<file path="src/rv_decode_pkg.sv">
package rv_decode_pkg;

    // ~~~~~~~~~~~~~~~~~~~~~~~~~~~~~~~~~~~~~~~~
    // Widths
    // ~~~~~~~~~~~~~~~~~~~~~~~~~~~~~~~~~~~~~~~~

    localparam int XLEN = 32;

    // ~~~~~~~~~~~~~~~~~~~~~~~~~~~~~~~~~~~~~~~~
    // Opcode and operation encodings
    // ~~~~~~~~~~~~~~~~~~~~~~~~~~~~~~~~~~~~~~~~

    // Major opcode, inst[6:2] of a 32-bit RV32I word.
    typedef enum logic [4:0] {
        OP_LOAD   = 5'b00000,
        OP_OPIMM  = 5'b00100,
        OP_AUIPC  = 5'b00101,
        OP_STORE  = 5'b01000,
        OP_OPREG  = 5'b01100,
        OP_LUI    = 5'b01101,
        OP_BRANCH = 5'b11000,
        OP_JALR   = 5'b11001,
        OP_JAL    = 5'b11011
    } opcode_e;

    typedef enum logic [3:0] {
        INT_ADD   = 4'd0,
        INT_SUB   = 4'd1,
        INT_SLT   = 4'd2,
        INT_SLTU  = 4'd3,
        INT_XOR   = 4'd4,
        INT_OR    = 4'd5,
        INT_AND   = 4'd6,
        INT_SLL   = 4'd7,
        INT_SRL   = 4'd8,
        INT_SRA   = 4'd9,
        INT_LUI   = 4'd10,
        INT_AUIPC = 4'd11
    } int_op_e;

    typedef enum logic [2:0] {
        BR_EQ   = 3'd0,
        BR_NE   = 3'd1,
        BR_LT   = 3'd2,
        BR_GE   = 3'd3,
        BR_LTU  = 3'd4,
        BR_GEU  = 3'd5,
        BR_JAL  = 3'd6,
        BR_JALR = 3'd7
    } branch_op_e;

    typedef enum logic [3:0] {
        MEM_LB  = 4'd0,
        MEM_LH  = 4'd1,
        MEM_LW  = 4'd2,
        MEM_LBU = 4'd3,
        MEM_LHU = 4'd4,
        MEM_SB  = 4'd5,
        MEM_SH  = 4'd6,
        MEM_SW  = 4'd7
    } mem_op_e;

    // ~~~~~~~~~~~~~~~~~~~~~~~~~~~~~~~~~~~~~~~~
    // Decoded instruction record
    // ~~~~~~~~~~~~~~~~~~~~~~~~~~~~~~~~~~~~~~~~

    typedef struct packed {
        logic            intv;      // Integer unit.
        logic            branchv;   // Branch and jump unit.
        logic            memv;      // Load and store unit.
        logic            illegal;
        logic [4:0]      rs1;
        logic [4:0]      rs2;
        logic [4:0]      rd;
        logic            we;        // Set only when rd is not x0.
        logic            immv;
        logic            sext;
        int_op_e         int_op;
        branch_op_e      branch_op;
        mem_op_e         mem_op;
        logic [XLEN-1:0] imm;
    } decode_info_t;

endpackage

</file>
<file path="src/imm_gen.sv">
module imm_gen (
    input  logic [31:0]                     inst,
    input  rv_decode_pkg::opcode_e          op,
    input  logic                            is_shift,
    input  logic                            zext,
    output logic [rv_decode_pkg::XLEN-1:0]  imm
);

    logic [rv_decode_pkg::XLEN-1:0] u_imm;
    logic [rv_decode_pkg::XLEN-1:0] j_imm;
    logic [rv_decode_pkg::XLEN-1:0] b_imm;
    logic [rv_decode_pkg::XLEN-1:0] s_imm;
    logic [rv_decode_pkg::XLEN-1:0] i_imm;
    logic [rv_decode_pkg::XLEN-1:0] sh_imm;

    // Upper field sits in the low 20 bits, as the execution units expect.
    assign u_imm = {{(rv_decode_pkg::XLEN-20){inst[31]}}, inst[31:12]};

    assign j_imm = {{(rv_decode_pkg::XLEN-21){inst[31]}},
                    inst[31], inst[19:12], inst[20], inst[30:21], 1'b0};

    assign b_imm = {{(rv_decode_pkg::XLEN-13){inst[31]}},
                    inst[31], inst[7], inst[30:25], inst[11:8], 1'b0};

    assign s_imm = {{(rv_decode_pkg::XLEN-12){inst[31]}}, inst[31:25], inst[11:7]};

    assign i_imm = zext ? {{(rv_decode_pkg::XLEN-12){1'b0}}, inst[31:20]}
                        : {{(rv_decode_pkg::XLEN-12){inst[31]}}, inst[31:20]};

    assign sh_imm = {{(rv_decode_pkg::XLEN-5){1'b0}}, inst[24:20]};  // Shift amount only.

    always_comb begin
        if (is_shift) begin
            imm = sh_imm;
        end else begin
            case (op)
                rv_decode_pkg::OP_LUI,
                rv_decode_pkg::OP_AUIPC:  imm = u_imm;
                rv_decode_pkg::OP_JAL:    imm = j_imm;
                rv_decode_pkg::OP_BRANCH: imm = b_imm;
                rv_decode_pkg::OP_STORE:  imm = s_imm;
                rv_decode_pkg::OP_LOAD,
                rv_decode_pkg::OP_OPIMM,
                rv_decode_pkg::OP_JALR:   imm = i_imm;
                default:                  imm = '0;  // OPREG and unknown opcodes.
            endcase
        end
    end

endmodule

</file>
<file path="src/inst_decoder.sv">
module inst_decoder (
    input  logic [31:0]                  inst,
    output rv_decode_pkg::decode_info_t  info
);

    rv_decode_pkg::opcode_e         op;
    logic [2:0]                     funct3;
    logic                           funct7_b5;
    logic                           is_opreg;
    logic                           is_shift;
    logic                           zext;
    logic                           int_cls;
    logic                           br_cls;
    logic                           mem_cls;
    logic                           op_known;
    logic                           f3_bad;
    logic                           illegal;
    logic                           use_rs1;
    logic                           use_rs2;
    logic                           use_rd;
    logic                           sext;
    logic [4:0]                     rd;
    rv_decode_pkg::int_op_e         alu_op;
    rv_decode_pkg::int_op_e         int_op;
    rv_decode_pkg::branch_op_e      branch_op;
    rv_decode_pkg::mem_op_e         mem_op;
    logic [rv_decode_pkg::XLEN-1:0] imm;

    assign op        = rv_decode_pkg::opcode_e'(inst[6:2]);
    assign funct3    = inst[14:12];
    assign funct7_b5 = inst[30];
    assign is_opreg  = (op == rv_decode_pkg::OP_OPREG);

    assign is_shift = (op == rv_decode_pkg::OP_OPIMM) && (funct3[1:0] == 2'b01);
    assign zext = ((op == rv_decode_pkg::OP_LOAD) && (funct3 == 3'd4 || funct3 == 3'd5)) ||
                  ((op == rv_decode_pkg::OP_OPIMM) && (funct3 == 3'd3)) ||
                  (op == rv_decode_pkg::OP_JALR);

    // ~~~~~~~~~~~~~~~~~~~~~~~~~~~~~~~~~~~~~~~~
    // Integer operation from funct3
    // ~~~~~~~~~~~~~~~~~~~~~~~~~~~~~~~~~~~~~~~~

    always_comb begin
        case (funct3)
            3'd0:    alu_op = (is_opreg && funct7_b5) ? rv_decode_pkg::INT_SUB
                                                      : rv_decode_pkg::INT_ADD;
            3'd1:    alu_op = rv_decode_pkg::INT_SLL;
            3'd2:    alu_op = rv_decode_pkg::INT_SLT;
            3'd3:    alu_op = rv_decode_pkg::INT_SLTU;
            3'd4:    alu_op = rv_decode_pkg::INT_XOR;
            3'd5:    alu_op = funct7_b5 ? rv_decode_pkg::INT_SRA : rv_decode_pkg::INT_SRL;
            3'd6:    alu_op = rv_decode_pkg::INT_OR;
            default: alu_op = rv_decode_pkg::INT_AND;
        endcase
    end

    // ~~~~~~~~~~~~~~~~~~~~~~~~~~~~~~~~~~~~~~~~
    // Class, register use and unit operation
    // ~~~~~~~~~~~~~~~~~~~~~~~~~~~~~~~~~~~~~~~~

    always_comb begin
        int_cls   = 1'b0;
        br_cls    = 1'b0;
        mem_cls   = 1'b0;
        op_known  = 1'b1;
        f3_bad    = 1'b0;
        use_rs1   = 1'b0;
        use_rs2   = 1'b0;
        use_rd    = 1'b0;
        sext      = 1'b0;
        int_op    = rv_decode_pkg::INT_ADD;  // Zero encodings outside the class.
        branch_op = rv_decode_pkg::BR_EQ;
        mem_op    = rv_decode_pkg::MEM_LB;
        case (op)
            rv_decode_pkg::OP_LUI: begin
                int_cls = 1'b1;
                use_rd  = 1'b1;
                int_op  = rv_decode_pkg::INT_LUI;
            end
            rv_decode_pkg::OP_AUIPC: begin
                int_cls = 1'b1;
                use_rd  = 1'b1;
                int_op  = rv_decode_pkg::INT_AUIPC;
            end
            rv_decode_pkg::OP_OPIMM,
            rv_decode_pkg::OP_OPREG: begin
                int_cls = 1'b1;
                use_rs1 = 1'b1;
                use_rs2 = is_opreg;
                use_rd  = 1'b1;
                int_op  = alu_op;
                sext    = (funct3 == 3'd2);  // SLTI and SLT.
            end
            rv_decode_pkg::OP_JAL: begin
                br_cls    = 1'b1;
                use_rd    = 1'b1;
                branch_op = rv_decode_pkg::BR_JAL;
            end
            rv_decode_pkg::OP_JALR: begin
                br_cls    = 1'b1;
                use_rs1   = 1'b1;
                use_rd    = 1'b1;
                branch_op = rv_decode_pkg::BR_JALR;
            end
            rv_decode_pkg::OP_BRANCH: begin
                br_cls    = 1'b1;
                use_rs1   = 1'b1;
                use_rs2   = 1'b1;
                f3_bad    = (funct3[2:1] == 2'b01);
                sext      = (funct3 == 3'd4) || (funct3 == 3'd5);
                branch_op = rv_decode_pkg::branch_op_e'(funct3[2] ? funct3 - 3'd2 : funct3);
            end
            rv_decode_pkg::OP_LOAD: begin
                mem_cls = 1'b1;
                use_rs1 = 1'b1;
                use_rd  = 1'b1;
                f3_bad  = (funct3 == 3'd3) || (funct3[2:1] == 2'b11);
                sext    = (funct3 == 3'd0) || (funct3 == 3'd1);  // LB and LH.
                mem_op  = rv_decode_pkg::mem_op_e'({1'b0, funct3[2] ? funct3 - 3'd1 : funct3});
            end
            rv_decode_pkg::OP_STORE: begin
                mem_cls = 1'b1;
                use_rs1 = 1'b1;
                use_rs2 = 1'b1;
                f3_bad  = (funct3 > 3'd2);
                mem_op  = rv_decode_pkg::mem_op_e'({1'b0, funct3} + 4'd5);
            end
            default: op_known = 1'b0;
        endcase
    end

    assign illegal = (inst[1:0] != 2'b11) || !op_known || f3_bad;
    assign rd      = use_rd ? inst[11:7] : 5'd0;

    imm_gen i_imm_gen (
        .inst     (inst),
        .op       (op),
        .is_shift (is_shift),
        .zext     (zext),
        .imm      (imm)
    );

    // An illegal word carries nothing but its flag.
    always_comb begin
        info         = '0;
        info.illegal = illegal;
        if (!illegal) begin
            info.intv      = int_cls;
            info.branchv   = br_cls;
            info.memv      = mem_cls;
            info.rs1       = use_rs1 ? inst[19:15] : 5'd0;
            info.rs2       = use_rs2 ? inst[24:20] : 5'd0;
            info.rd        = rd;
            info.we        = (rd != 5'd0);
            info.immv      = !is_opreg;
            info.sext      = sext;
            info.int_op    = int_op;
            info.branch_op = branch_op;
            info.mem_op    = mem_op;
            info.imm       = imm;
        end
    end

endmodule

</file>
<file path="src/decode_stage.sv">
module decode_stage (
    input  logic                         clk,
    input  logic                         rst_n,
    input  rv_decode_pkg::decode_info_t  dec_info,
    input  logic                         inst_valid,
    input  logic                         flush,
    output rv_decode_pkg::decode_info_t  info,
    output logic                         info_valid
);

    logic capture;

    // Flush wins over a strobe on the same edge.
    assign capture = inst_valid && !flush;

    // ~~~~~~~~~~~~~~~~~~~~~~~~~~~~~~~~~~~~~~~~
    // Valid flag
    // ~~~~~~~~~~~~~~~~~~~~~~~~~~~~~~~~~~~~~~~~

    always_ff @(posedge clk) begin
        if (!rst_n) begin
            info_valid <= 1'b0;
        end else begin
            info_valid <= capture;  // High for exactly one cycle per strobe.
        end
    end

    // ~~~~~~~~~~~~~~~~~~~~~~~~~~~~~~~~~~~~~~~~
    // Decoded record
    // ~~~~~~~~~~~~~~~~~~~~~~~~~~~~~~~~~~~~~~~~

    always_ff @(posedge clk) begin
        if (!rst_n) begin
            info <= '0;
        end else if (capture) begin
            info <= dec_info;  // Otherwise the last record is held.
        end
    end

endmodule

</file>
<file path="src/decode_top.sv">
module decode_top (
    input  logic                         clk,
    input  logic                         rst_n,
    input  logic                         inst_valid,
    input  logic [31:0]                  inst,
    input  logic                         flush,
    output rv_decode_pkg::decode_info_t  info,
    output logic                         info_valid
);

    rv_decode_pkg::decode_info_t dec_info;  // Combinational decode of the current word.

    inst_decoder i_inst_decoder (
        .inst (inst),
        .info (dec_info)
    );

    decode_stage i_decode_stage (
        .clk        (clk),
        .rst_n      (rst_n),
        .dec_info   (dec_info),
        .inst_valid (inst_valid),
        .flush      (flush),
        .info       (info),
        .info_valid (info_valid)
    );

endmodule

</file>
<file path="config.mk">
export PLATFORM = sky130hd
export DESIGN_NAME = decode_top
export DESIGN_NICKNAME = d
export VERILOG_FILES = /design/src/rv_decode_pkg.sv /design/src/imm_gen.sv /design/src/inst_decoder.sv /design/src/decode_stage.sv /design/src/decode_top.sv
export SDC_FILE = /design/constraint.sdc
export NUM_CORES = 1
export LEC_CHECK = 0
export BUFFER_PORTS_ARGS = -buffer_cell sky130_fd_sc_hd__buf_2
export CELL_PAD_IN_SITES_DETAIL_PLACEMENT = 1
export CELL_PAD_IN_SITES_GLOBAL_PLACEMENT = 2
export CORE_UTILIZATION = 28
export CTS_CLUSTER_SIZE = 20
export DETAILED_ROUTE_END_ITERATION = 10
export PLACE_DENSITY = 0.85
export RECOVER_POWER = 25
export SYNTH_ARGS = -nofsm -noshare
export SYNTH_HDL_FRONTEND = slang
export SYNTH_HIERARCHICAL = 1
export SYNTH_SLANG_ARGS = --single-unit
</file>
<file path="constraint.sdc">
create_clock -name clk -period 3.05 [get_ports clk]
set_input_delay 0.305 -clock clk [delete_from_list [all_inputs] [get_ports clk]]
set_output_delay 0.305 -clock clk [all_outputs]
set_load 0.005 [all_outputs]
</file>
==> results of run 1 <==
## routing by layer
layer / global-route usage [%] / vias up / part of all wire [%]
li1: - / 1946 / -
met1: 22.9 / 1915 / 47
met2: 28.7 / 103 / 46
met3: 4.04 / 20 / 4.5
met4: 7.17 / 0 / 2.1
met5: 0 / - / 0
## critical path: stages
cell and delay [ns]:
buf_2 0.11, ha_1 0.22, ha_1 0.22, and4_1 0.19, a21oi_1 0.11, o21ai_0 0.16
nor3_1 0.19, a211o_1 0.12, a21oi_1 0.06, nor3b_2 0.57, and2_1 0.23, nand2_1 0.06
mux2i_1 0.17
## flip-flops by register name, indices dropped and copies added, names as in the netlist
register	count
i_decode_stage/info	65
i_decode_stage/info_valid	1
## worst max path at each step
| stage | depth (start not counted) | from | endpoint | slack (ns) |
|---|---|---|---|---|
| floorplan | 14 | inst[14] | i_decode_stage/info[21] | 0.02 |
| global route | 13 | inst[12] | i_decode_stage/info[20] | 0.41 |
| finish | 13 | inst[12] | i_decode_stage/info[29] | 0.60 |
| CTS | 13 | inst[12] | i_decode_stage/info[20] | 0.16 |
| detailed placement | 13 | inst[12] | i_decode_stage/info[21] | -0.20 |
| global placement | 13 | inst[12] | i_decode_stage/info[20] | 0.1 |
## cell usage after synthesis (4+ instances only)
cell and instances:
nor4b_1 6, nor2b_1 4, a21oi_1 17, mux2i_1 69
and2_4 10, o21ai_0 12, ha_1 11, buf_2 16
buf_4 15, a22oi_1 20, and2_1 25, clkbuf_1 10
and3_1 7, nand2_1 147, buf_6 9, nor2_1 19
inv_1 8, dfxtp_1 66, nor3_1 10
## what timing repair did
item | 4_1_cts | 5_1_grt
hold buffers | 0 | 0
resized for setup | 0 | 1
setup endpoints to repair | 0 | 12
## area by class of cell
type / instances / area [sq um]
clock inverters: 7 / 70.1
clock buffers: 9 / 225
multi-input cells: 403 / 2570
fillers: 1819 / 9580
flip-flops and latches: 66 / 1320
repair buffers: 121 / 667
well taps: 184 / 230
inverters: 9 / 33.8
## power by group through the flow
stage | Clock [mW] | Combinational [mW] | Sequential [mW]
after floorplan | 0 | 0.175 | 0.885
after global placement | 0 | 0.264 | 0.885
after detailed placement | 0 | 0.269 | 0.885
after CTS | 1.07 | 0.271 | 0.866
after global routing | 1.10 | 0.295 | 0.866
final | 1.03 | 0.269 | 0.866
## stage by stage
| step | worst slack (ns) | util (%) |
|---|---|---|
| 2_1_floorplan | 0.0246 | - |
| 3_3_place_gp | 0.0998 | 32.9 |
| 3_5_place_dp | -0.204 | 32.9 |
| 4_1_cts | 0.159 | 34.9 |
| 5_1_grt | 0.412 | 34.8 |
| 6_report | 0.603 | 34.8 |
## logic make-up after synthesis
family,after synthesis,synth area share [%]
simple gates,257,30.0
mux,69,16.1
flops,66,30.9
compound gates,65,10.5
buf+inv,62,9.06
fa+ha+maj,11,3.22
xor+xnor,1,0.205
==> results.toml, run 1 <==
[pwr]
total_power_mw = 2.17
p_sw_uw = 579
p_leak_nw = 2.11
internal-power_mw = 1.59
pwr-share-clk_pct = 47.7
power.density_nw_per_um2 = 424
seqPwrFrac_pct = 39.9
comb_power_share_pct = 12.4
vdd_drop_max_mv = 0.232
p_sw_share_pct = 26.7

[cells_and_area]
diodes = 0
final_nets = 657
design_area_sq_um = 5120
area_growth_pct = 19.7
drive_above_1_share_pct = 23.6
final_cell_mix = "nand2_1 (147), buf_2 (87), mux2i_1 (69), dfxtp_1 (66), and2_1 (25)"
final_cell_count_no_fill = 799
layout_commonest_cell = "nand2_1"

[min_path]
hold_path_depth = 5
worstHoldStart = "inst[22]"
min_to = "i_decode_stage/info[53]"
min_path_type = "in2reg"

[routing]
dr.first_iter.drc_count = 154
vias_per_cell = 4.99
vias = 3984
wl_um = 13500
firstDrtPassIters = 7
drc = 7
routedWlPerCell_um = 16.9
ant_nets = 0

[clock_network]
cts_post_setup_buffers_inserted = 0
clk_latency_ns = 0.34
clk_pin_slew_ns = 0.06
h-tree-depth = 3
root_buffer = "clkbuf_16"
numCtsBuffers = 9
cts.path.max_buffers = 2
cts_tree = "built"
cts_num_sinks = 66

[timing]
holdWs_ns = 0.346
hold_violations = 0
finalSetupViolations = 0
tightest_slew_ns = 0.689
fmax_ghz = 0.409
min_period_ns = 2.45
rsz0062_at_grt = "false"
relSlewSlack_pct = 53.6
clock_skew_ns = 0
slew_viol_final = 0
period_share_pct = 80.2
finalSetupTns_ns = 0

[global_routing]
first_global_vias = 4207
grt_max_degree = 68
grt_pass1_wl_um = 22000
overflow = 0
grtUsageTotal_pct = 17.8
antenna_found_initial = 0

[yosys]
yosys_most_used_dff = "dfxtp_1"
synth_cell_types = 52
syn-instance-count = 531
synth_top_area_cell = "dfxtp_1"
synth-edff-count = 0
synthArstFlopShare_pct = 0
ys_ff_latch = 66
synth.net_count = 578
synth_area_sq_um = 4280
avgSynthCellArea_sq_um = 8.06
synth_warnings = 6
synthTopCellsByArea = "dfxtp_1 (31%), mux2i_1 (16%), nand2_1 (13%)"
seq_area_frac_synth_pct = 30.9
netlist.area_leader.share_pct = 30.9

[die]
io_pins = 102
die_h_um = 126
dieArea_sq_um = 15800
coreArea_sq_um = 14700
core.rowCount = 44
initial_core_util_pct = 29.1
die_width_um = 126

[worst_setup_path]
worstPathMaxFanout = 12
end_kind = "flop"
rr_startpoint = "i_decode_stage/info[31]"
worstSetupStartpointType = "input pin"
path_class = "in2reg"
critPathArrivalTime_ns = 2.72
reg2reg_depth = 2
r2r-end = "i_decode_stage/info[31]"
required_ns = 3.32
rrSetupSlack_ns = 2.35

[placed_design]
gp_congestion = 0.811
dp.cells = 783
dp_hpwl_um = 9830
place_area_sq_um = 4840
port_buffers = 101

[status]
outcome = "finished, violations left"
violations = "DRC"

[job]
cap_violations = 0
Note: power is estimated with default switching activity, not from simulation.
==> inputs of run 2 (changes only) <==
- CORE_UTILIZATION: 28 -> 31
- PLACE_DENSITY: 0.85 -> 0.89
- clock period: 3.05 -> 2.5 ns (I/O delays scaled with it)
==> results.toml, run 2 (same netlist as run 1, synthesis figures left out) <==
[worst_setup_path]
worstSetupStartpointType = "input pin"
worstPathMaxFanout = 12
path_class = "in2reg"
critPathArrivalTime_ns = 2.47
required_ns = 2.77
end_kind = "flop"

[placed_design]
dp_hpwl_um = 9480
port_buffers = 101
gp_congestion = 0.864

[clock_network]
numCtsBuffers = 9
cts_num_sinks = 66
h-tree-depth = 3
hold_buffers = 0
clk_latency_ns = 0.34
clk_pin_slew_ns = 0.05
cts_tree = "built"
cts_resized = 0
cts_post_setup_buffers_inserted = 0
root_buffer = "clkbuf_16"
cts.path.max_buffers = 2

[die]
die_width_um = 119
io_pins = 102
initial_core_util_pct = 32.1
coreArea_sq_um = 13300
die_h_um = 119
dieArea_sq_um = 14300
core.rowCount = 42

[routing]
dr.first_iter.drc_count = 191
vias = 4014
drc = 0
wl_um = 12900
vias_per_cell = 5.02
firstDrtPassIters = 4
ant_nets = 0
routedWlPerCell_um = 16.1

[timing]
holdWs_ns = 0.318
clock_skew_ns = 0
finalSetupViolations = 0
tightest_slew_ns = 1.02
min_period_ns = 2.20
period_share_pct = 87.9
finalSetupTns_ns = 0
relSlewSlack_pct = 31.3
rsz0062_at_grt = "false"
fmax_ghz = 0.455
hold_violations = 0
slew_viol_final = 0

[global_routing]
overflow = 0
grtUsageTotal_pct = 18.5
grt_max_degree = 67
antenna_found_initial = 0
first_global_vias = 3996
grt_pass1_wl_um = 20700

[pwr]
vdd_drop_max_mv = 0.211
p_leak_nw = 2.21
total_power_mw = 2.67
power.density_nw_per_um2 = 509

[job]
cap_violations = 0

[cells_and_area]
diodes = 0
layout_commonest_cell = "nand2_1"
final_cell_mix = "nand2_1 (147), buf_2 (92), mux2i_1 (69), dfxtp_1 (66), and2_1 (25)"
multi_input_area_sq_um = 2580
area_growth_pct = 22.5
regMostFlops = "i_decode_stage/info"
final_nets = 666
fill_cells = 1646
drive_above_1_share_pct = 25.0
seq_area_sq_um = 1320
top_regs = "i_decode_stage/info x65, i_decode_stage/info_valid x1"
largest_reg_flops = 65

[status]
outcome = "finished, final reports clean"

[min_path]
min_path_type = "in2reg"
[run 2: changes by cell type in the layout (fill, tap and decap cells not counted), sizes merged]
cell,before,now
buf,108,121
clkbuf,22,23
clkinvlp,4,0
clkinv,2,1
[run 2: final timing paths]
kind                                   to  depth (start not counted)  slack (ns)               startpoint
hold reg to reg   i_decode_stage/info[44]                          2        0.45  i_decode_stage/info[44]
hold / removal    i_decode_stage/info[52]                          5        0.32                 inst[21]
setup / recovery  i_decode_stage/info[23]                         13        0.30                 inst[13]
setup reg to reg  i_decode_stage/info[29]                          2        1.83  i_decode_stage/info[29]
[run 2: metrics by stage]
step           area (sq um)  worst slack (ns)  utilization (%)  cells
6_report               5240             0.302             39.3    800
5_1_grt                5240            0.0898             39.3    800
4_1_cts                5260             0.327             39.4    800
3_5_place_dp           4960           -0.0170             37.1    784
3_3_place_gp           4960            0.0728             37.1    784
2_1_floorplan          4290            0.0745                -    531
[run 2: cell type report]
class | count | area share [%]
multi-input cells | 403 | 49.2
flip-flops and latches | 66 | 25.2
repair buffers | 130 | 15.0
clock buffers | 14 | 5.03
well taps | 176 | 4.20
clock inverters | 2 | 0.668
inverters | 9 | 0.644
[run 2: worst max-delay path, cell delays in order]
cell	delay, ns
buf_2	0.14
ha_1	0.20
ha_1	0.23
and4_1	0.20
a21oi_1	0.11
o21ai_0	0.12
buf_4	0.16
a21oi_1	0.15
a21oi_1	0.09
nor3b_4	0.38
and2_4	0.22
nand2_1	0.06
mux2i_1	0.16
[run 2: metal layers]
layer / up-vias / GRT usage [%] / routed length [um]
li1: 1983 / - / -
met1: 1920 / 24.0 / 6080
met2: 100 / 29.9 / 6010
met3: 11 / 4.90 / 683
met4: 0 / 5.63 / 136
met5: - / 0 / 0
[run 2: report_power, final]
group | leakage [nW] | switching, mW | total, mW | internal [mW]
Sequential | 0.532 | 0.00140 | 1.06 | 1.06
Clock | 0.147 | 0.447 | 1.27 | 0.825
Combinational | 1.53 | 0.210 | 0.342 | 0.132
Total | 2.21 | 0.658 | 2.67 | 2.01
==> inputs of run 3 (changes only) <==
- ABC_AREA: unset -> 1
- CORE_UTILIZATION: 31 -> 29
- PLACE_DENSITY: 0.89 -> 0.91
==> results.toml, run 3 <==
[timing]
finalWorstSetupSlack_ns = 0.374
finalSetupViolations = 0
rsz0062_at_grt = "false"
slew_viol_final = 0
finalSetupTns_ns = 0
min_period_ns = 2.13
period_share_pct = 85.0
hold_violations = 0
relSlewSlack_pct = 4.88
fmax_ghz = 0.470
holdWs_ns = 0.389
clock_skew_ns = 0
tightest_slew_ns = 1.43

[worst_setup_path]
critPathSlowestCell = "nor2_1"
end_kind = "flop"
worstSetupStartpointType = "input pin"
rr_startpoint = "i_decode_stage/info[29]"
required_ns = 2.78
timing.critical_path.mode_cell = "nor2_1"
critPathArrivalTime_ns = 2.40
reg2reg_depth = 2
path_cells = "buf_2, ha_1, ha_1, nand2_1, o211ai_1, nor2_1, nand2_1, nand2_4, nor2_1, nor2_1, nor3b_1, inv_1, nand3_1, nand2_1, nor2_1"
rrSetupSlack_ns = 1.86
cp.depth = 15
cpPeakStageDelay_ns = 0.54
path_class = "in2reg"
worst_path_dominant_cell_family = "simple AND/OR/NAND/NOR gates"
startpoint = "inst[13]"
path_buf_inv = 2
worstPathMaxFanout = 12

[routing]
vias = 5055
wl_um = 15600
routedWlPerCell_um = 14.2
firstDrtPassIters = 4
ant_nets = 0
dr.first_iter.drc_count = 213
drc = 0
vias_per_cell = 4.58

[yosys]
yosys_most_used_dff = "dfxtp_1"
netlist.area_leader.share_pct = 27.3
synth_area_sq_um = 4840
synth_warnings = 6
synthTopCellsByArea = "dfxtp_1 (27%), nand2_1 (15%), nor2_1 (13%)"
synth_cell_types = 37
seq_area_frac_synth_pct = 27.3
syn-instance-count = 806
synth-edff-count = 0
ys_ff_latch = 66
synthArstFlopShare_pct = 0
avgSynthCellArea_sq_um = 6.01
yosysMostFrequentCell = "nand2_1"
synthTopCellsByCount = "nand2_1 (199), nor2_1 (165), nand3_1 (93), inv_1 (91), dfxtp_1 (66)"
synth_top_area_cell = "dfxtp_1"
synth.net_count = 853

[job]
cap_violations = 0

[placed_design]
dp_hpwl_um = 11900
port_buffers = 101
gp_congestion = 0.858
dp_slack_ns = 0.0138

[clock_network]
clk_pin_slew_ns = 0.05
cts_resized = 0
cts_tree = "built"
root_buffer = "clkbuf_16"
h-tree-depth = 3
clk_latency_ns = 0.34
cts_post_setup_buffers_inserted = 0
numCtsBuffers = 9
cts.path.max_buffers = 2
cts_num_sinks = 66
hold_buffers = 0

[cells_and_area]
largest_reg_flops = 65
drive_above_1_share_pct = 19.6
final_cell_mix = "nand2_1 (199), nor2_1 (164), nand3_1 (93), inv_1 (91), buf_2 (91)"
layout_commonest_cell = "nand2_1"
final_core_util_pct = 35.9
area_growth_pct = 19.6
diodes = 0
final_nets = 932
regMostFlops = "i_decode_stage/info"
top_regs = "i_decode_stage/info x65, i_decode_stage/info_valid x1"

[pwr]
total_power_mw = 2.90
p_sw_uw = 860
p_sw_share_pct = 29.7
pwr-share-clk_pct = 41.2
seqPwrFrac_pct = 39.5
power.density_nw_per_um2 = 500
p_leak_nw = 2.72
comb_power_share_pct = 19.3
internal-power_mw = 2.04
vdd_drop_max_mv = 0.318

[min_path]
min_path_type = "in2reg"
hold_path_depth = 7
worstHoldStart = "inst[10]"

[global_routing]
grtUsageTotal_pct = 19.0
antenna_found_initial = 0
first_global_vias = 5062
grt_max_degree = 53
overflow = 0
grt_pass1_wl_um = 26300

[die]
coreArea_sq_um = 16100
initial_core_util_pct = 30.0
die_h_um = 131
dieArea_sq_um = 17200
io_pins = 102
core.rowCount = 46
die_width_um = 131

[status]
outcome = "finished, final reports clean"
==> run 3: cell types whose count changed after synthesis, sizes merged, moves of 7 or more <==
cell | before | now
nor3 | 10 | 28
nor4b | 7 | 0
a21oi | 17 | 8
a22oi | 20 | 0
nor3b | 4 | 34
mux2i | 69 | 0
and2 | 35 | 3
nand3 | 3 | 98
nor2 | 19 | 177
nand2 | 147 | 206
and3 | 9 | 1
inv | 9 | 100
o21ai | 12 | 5
==> run 3: metal layers <==
layer  global-route usage (%)  part of all wire [%]  vias to the layer above  wire length (um)
li1                         -                     -                     2635                 -
met2                     30.7                    46                      104              7120
met4                     4.64                  0.93                        0               145
met3                     4.55                   4.3                        9               672
met1                     25.3                    49                     2307              7690
met5                        0                     0                        -                 0
==> run 3: cell families (layout without fill, tap and decap cells) <==
kind of cell | after synthesis | after routing | share of synthesized area [%]
adder cells (fa/ha/maj) | 11 | 11 | 2.84
AND/OR/NAND/NOR | 552 | 552 | 52.6
AO/OA/AOI/OAI | 20 | 20 | 2.46
XOR/XNOR | 1 | 1 | 0.181
flip-flops | 66 | 66 | 27.3
buffers and inverters | 156 | 238 | 14.6
==> run 3: worst min-delay path, cell delays in order <==
cell and delay (ns):
buf_2 0.13, nand2_1 0.06, nor3_1 0.05, inv_1 0.05, nand3_1 0.05, nand2_1 0.06
nor2_1 0.03
==> run 3: layout make-up <==
type | instances | area (sq um)
Fill cell | 2192 | 10300
Tap cell | 216 | 270
Sequential cell | 66 | 1320
Multi-Input combinational cell | 584 | 2820
Clock inverter | 2 | 13.8
Clock buffer | 12 | 256
Timing Repair Buffer | 124 | 728
Inverter | 100 | 380
==> run 3: worst paths after layout <==
kind                                   to
setup / recovery  i_decode_stage/info[20]
hold / removal    i_decode_stage/info[49]
setup reg to reg  i_decode_stage/info[29]
hold reg to reg   i_decode_stage/info[28]
==> run 3: power groups by stage <==
stage | Sequential [mW] | Clock (mW) | Combinational (mW)
finish | 1.14 | 1.19 | 0.559
global route | 1.15 | 1.29 | 0.632
CTS | 1.15 | 1.23 | 0.570
detailed placement | 1.17 | 0 | 0.568
global placement | 1.17 | 0 | 0.560
floorplan | 1.17 | 0 | 0.345
==> run 3: through the flow <==
stage / instance area (sq um) / std cells
finish: 5790 / 1104
CTS: 5800 / 1104
floorplan: 4840 / 806
global route: 5790 / 1104
detailed placement: 5530 / 1090
global placement: 5530 / 1090
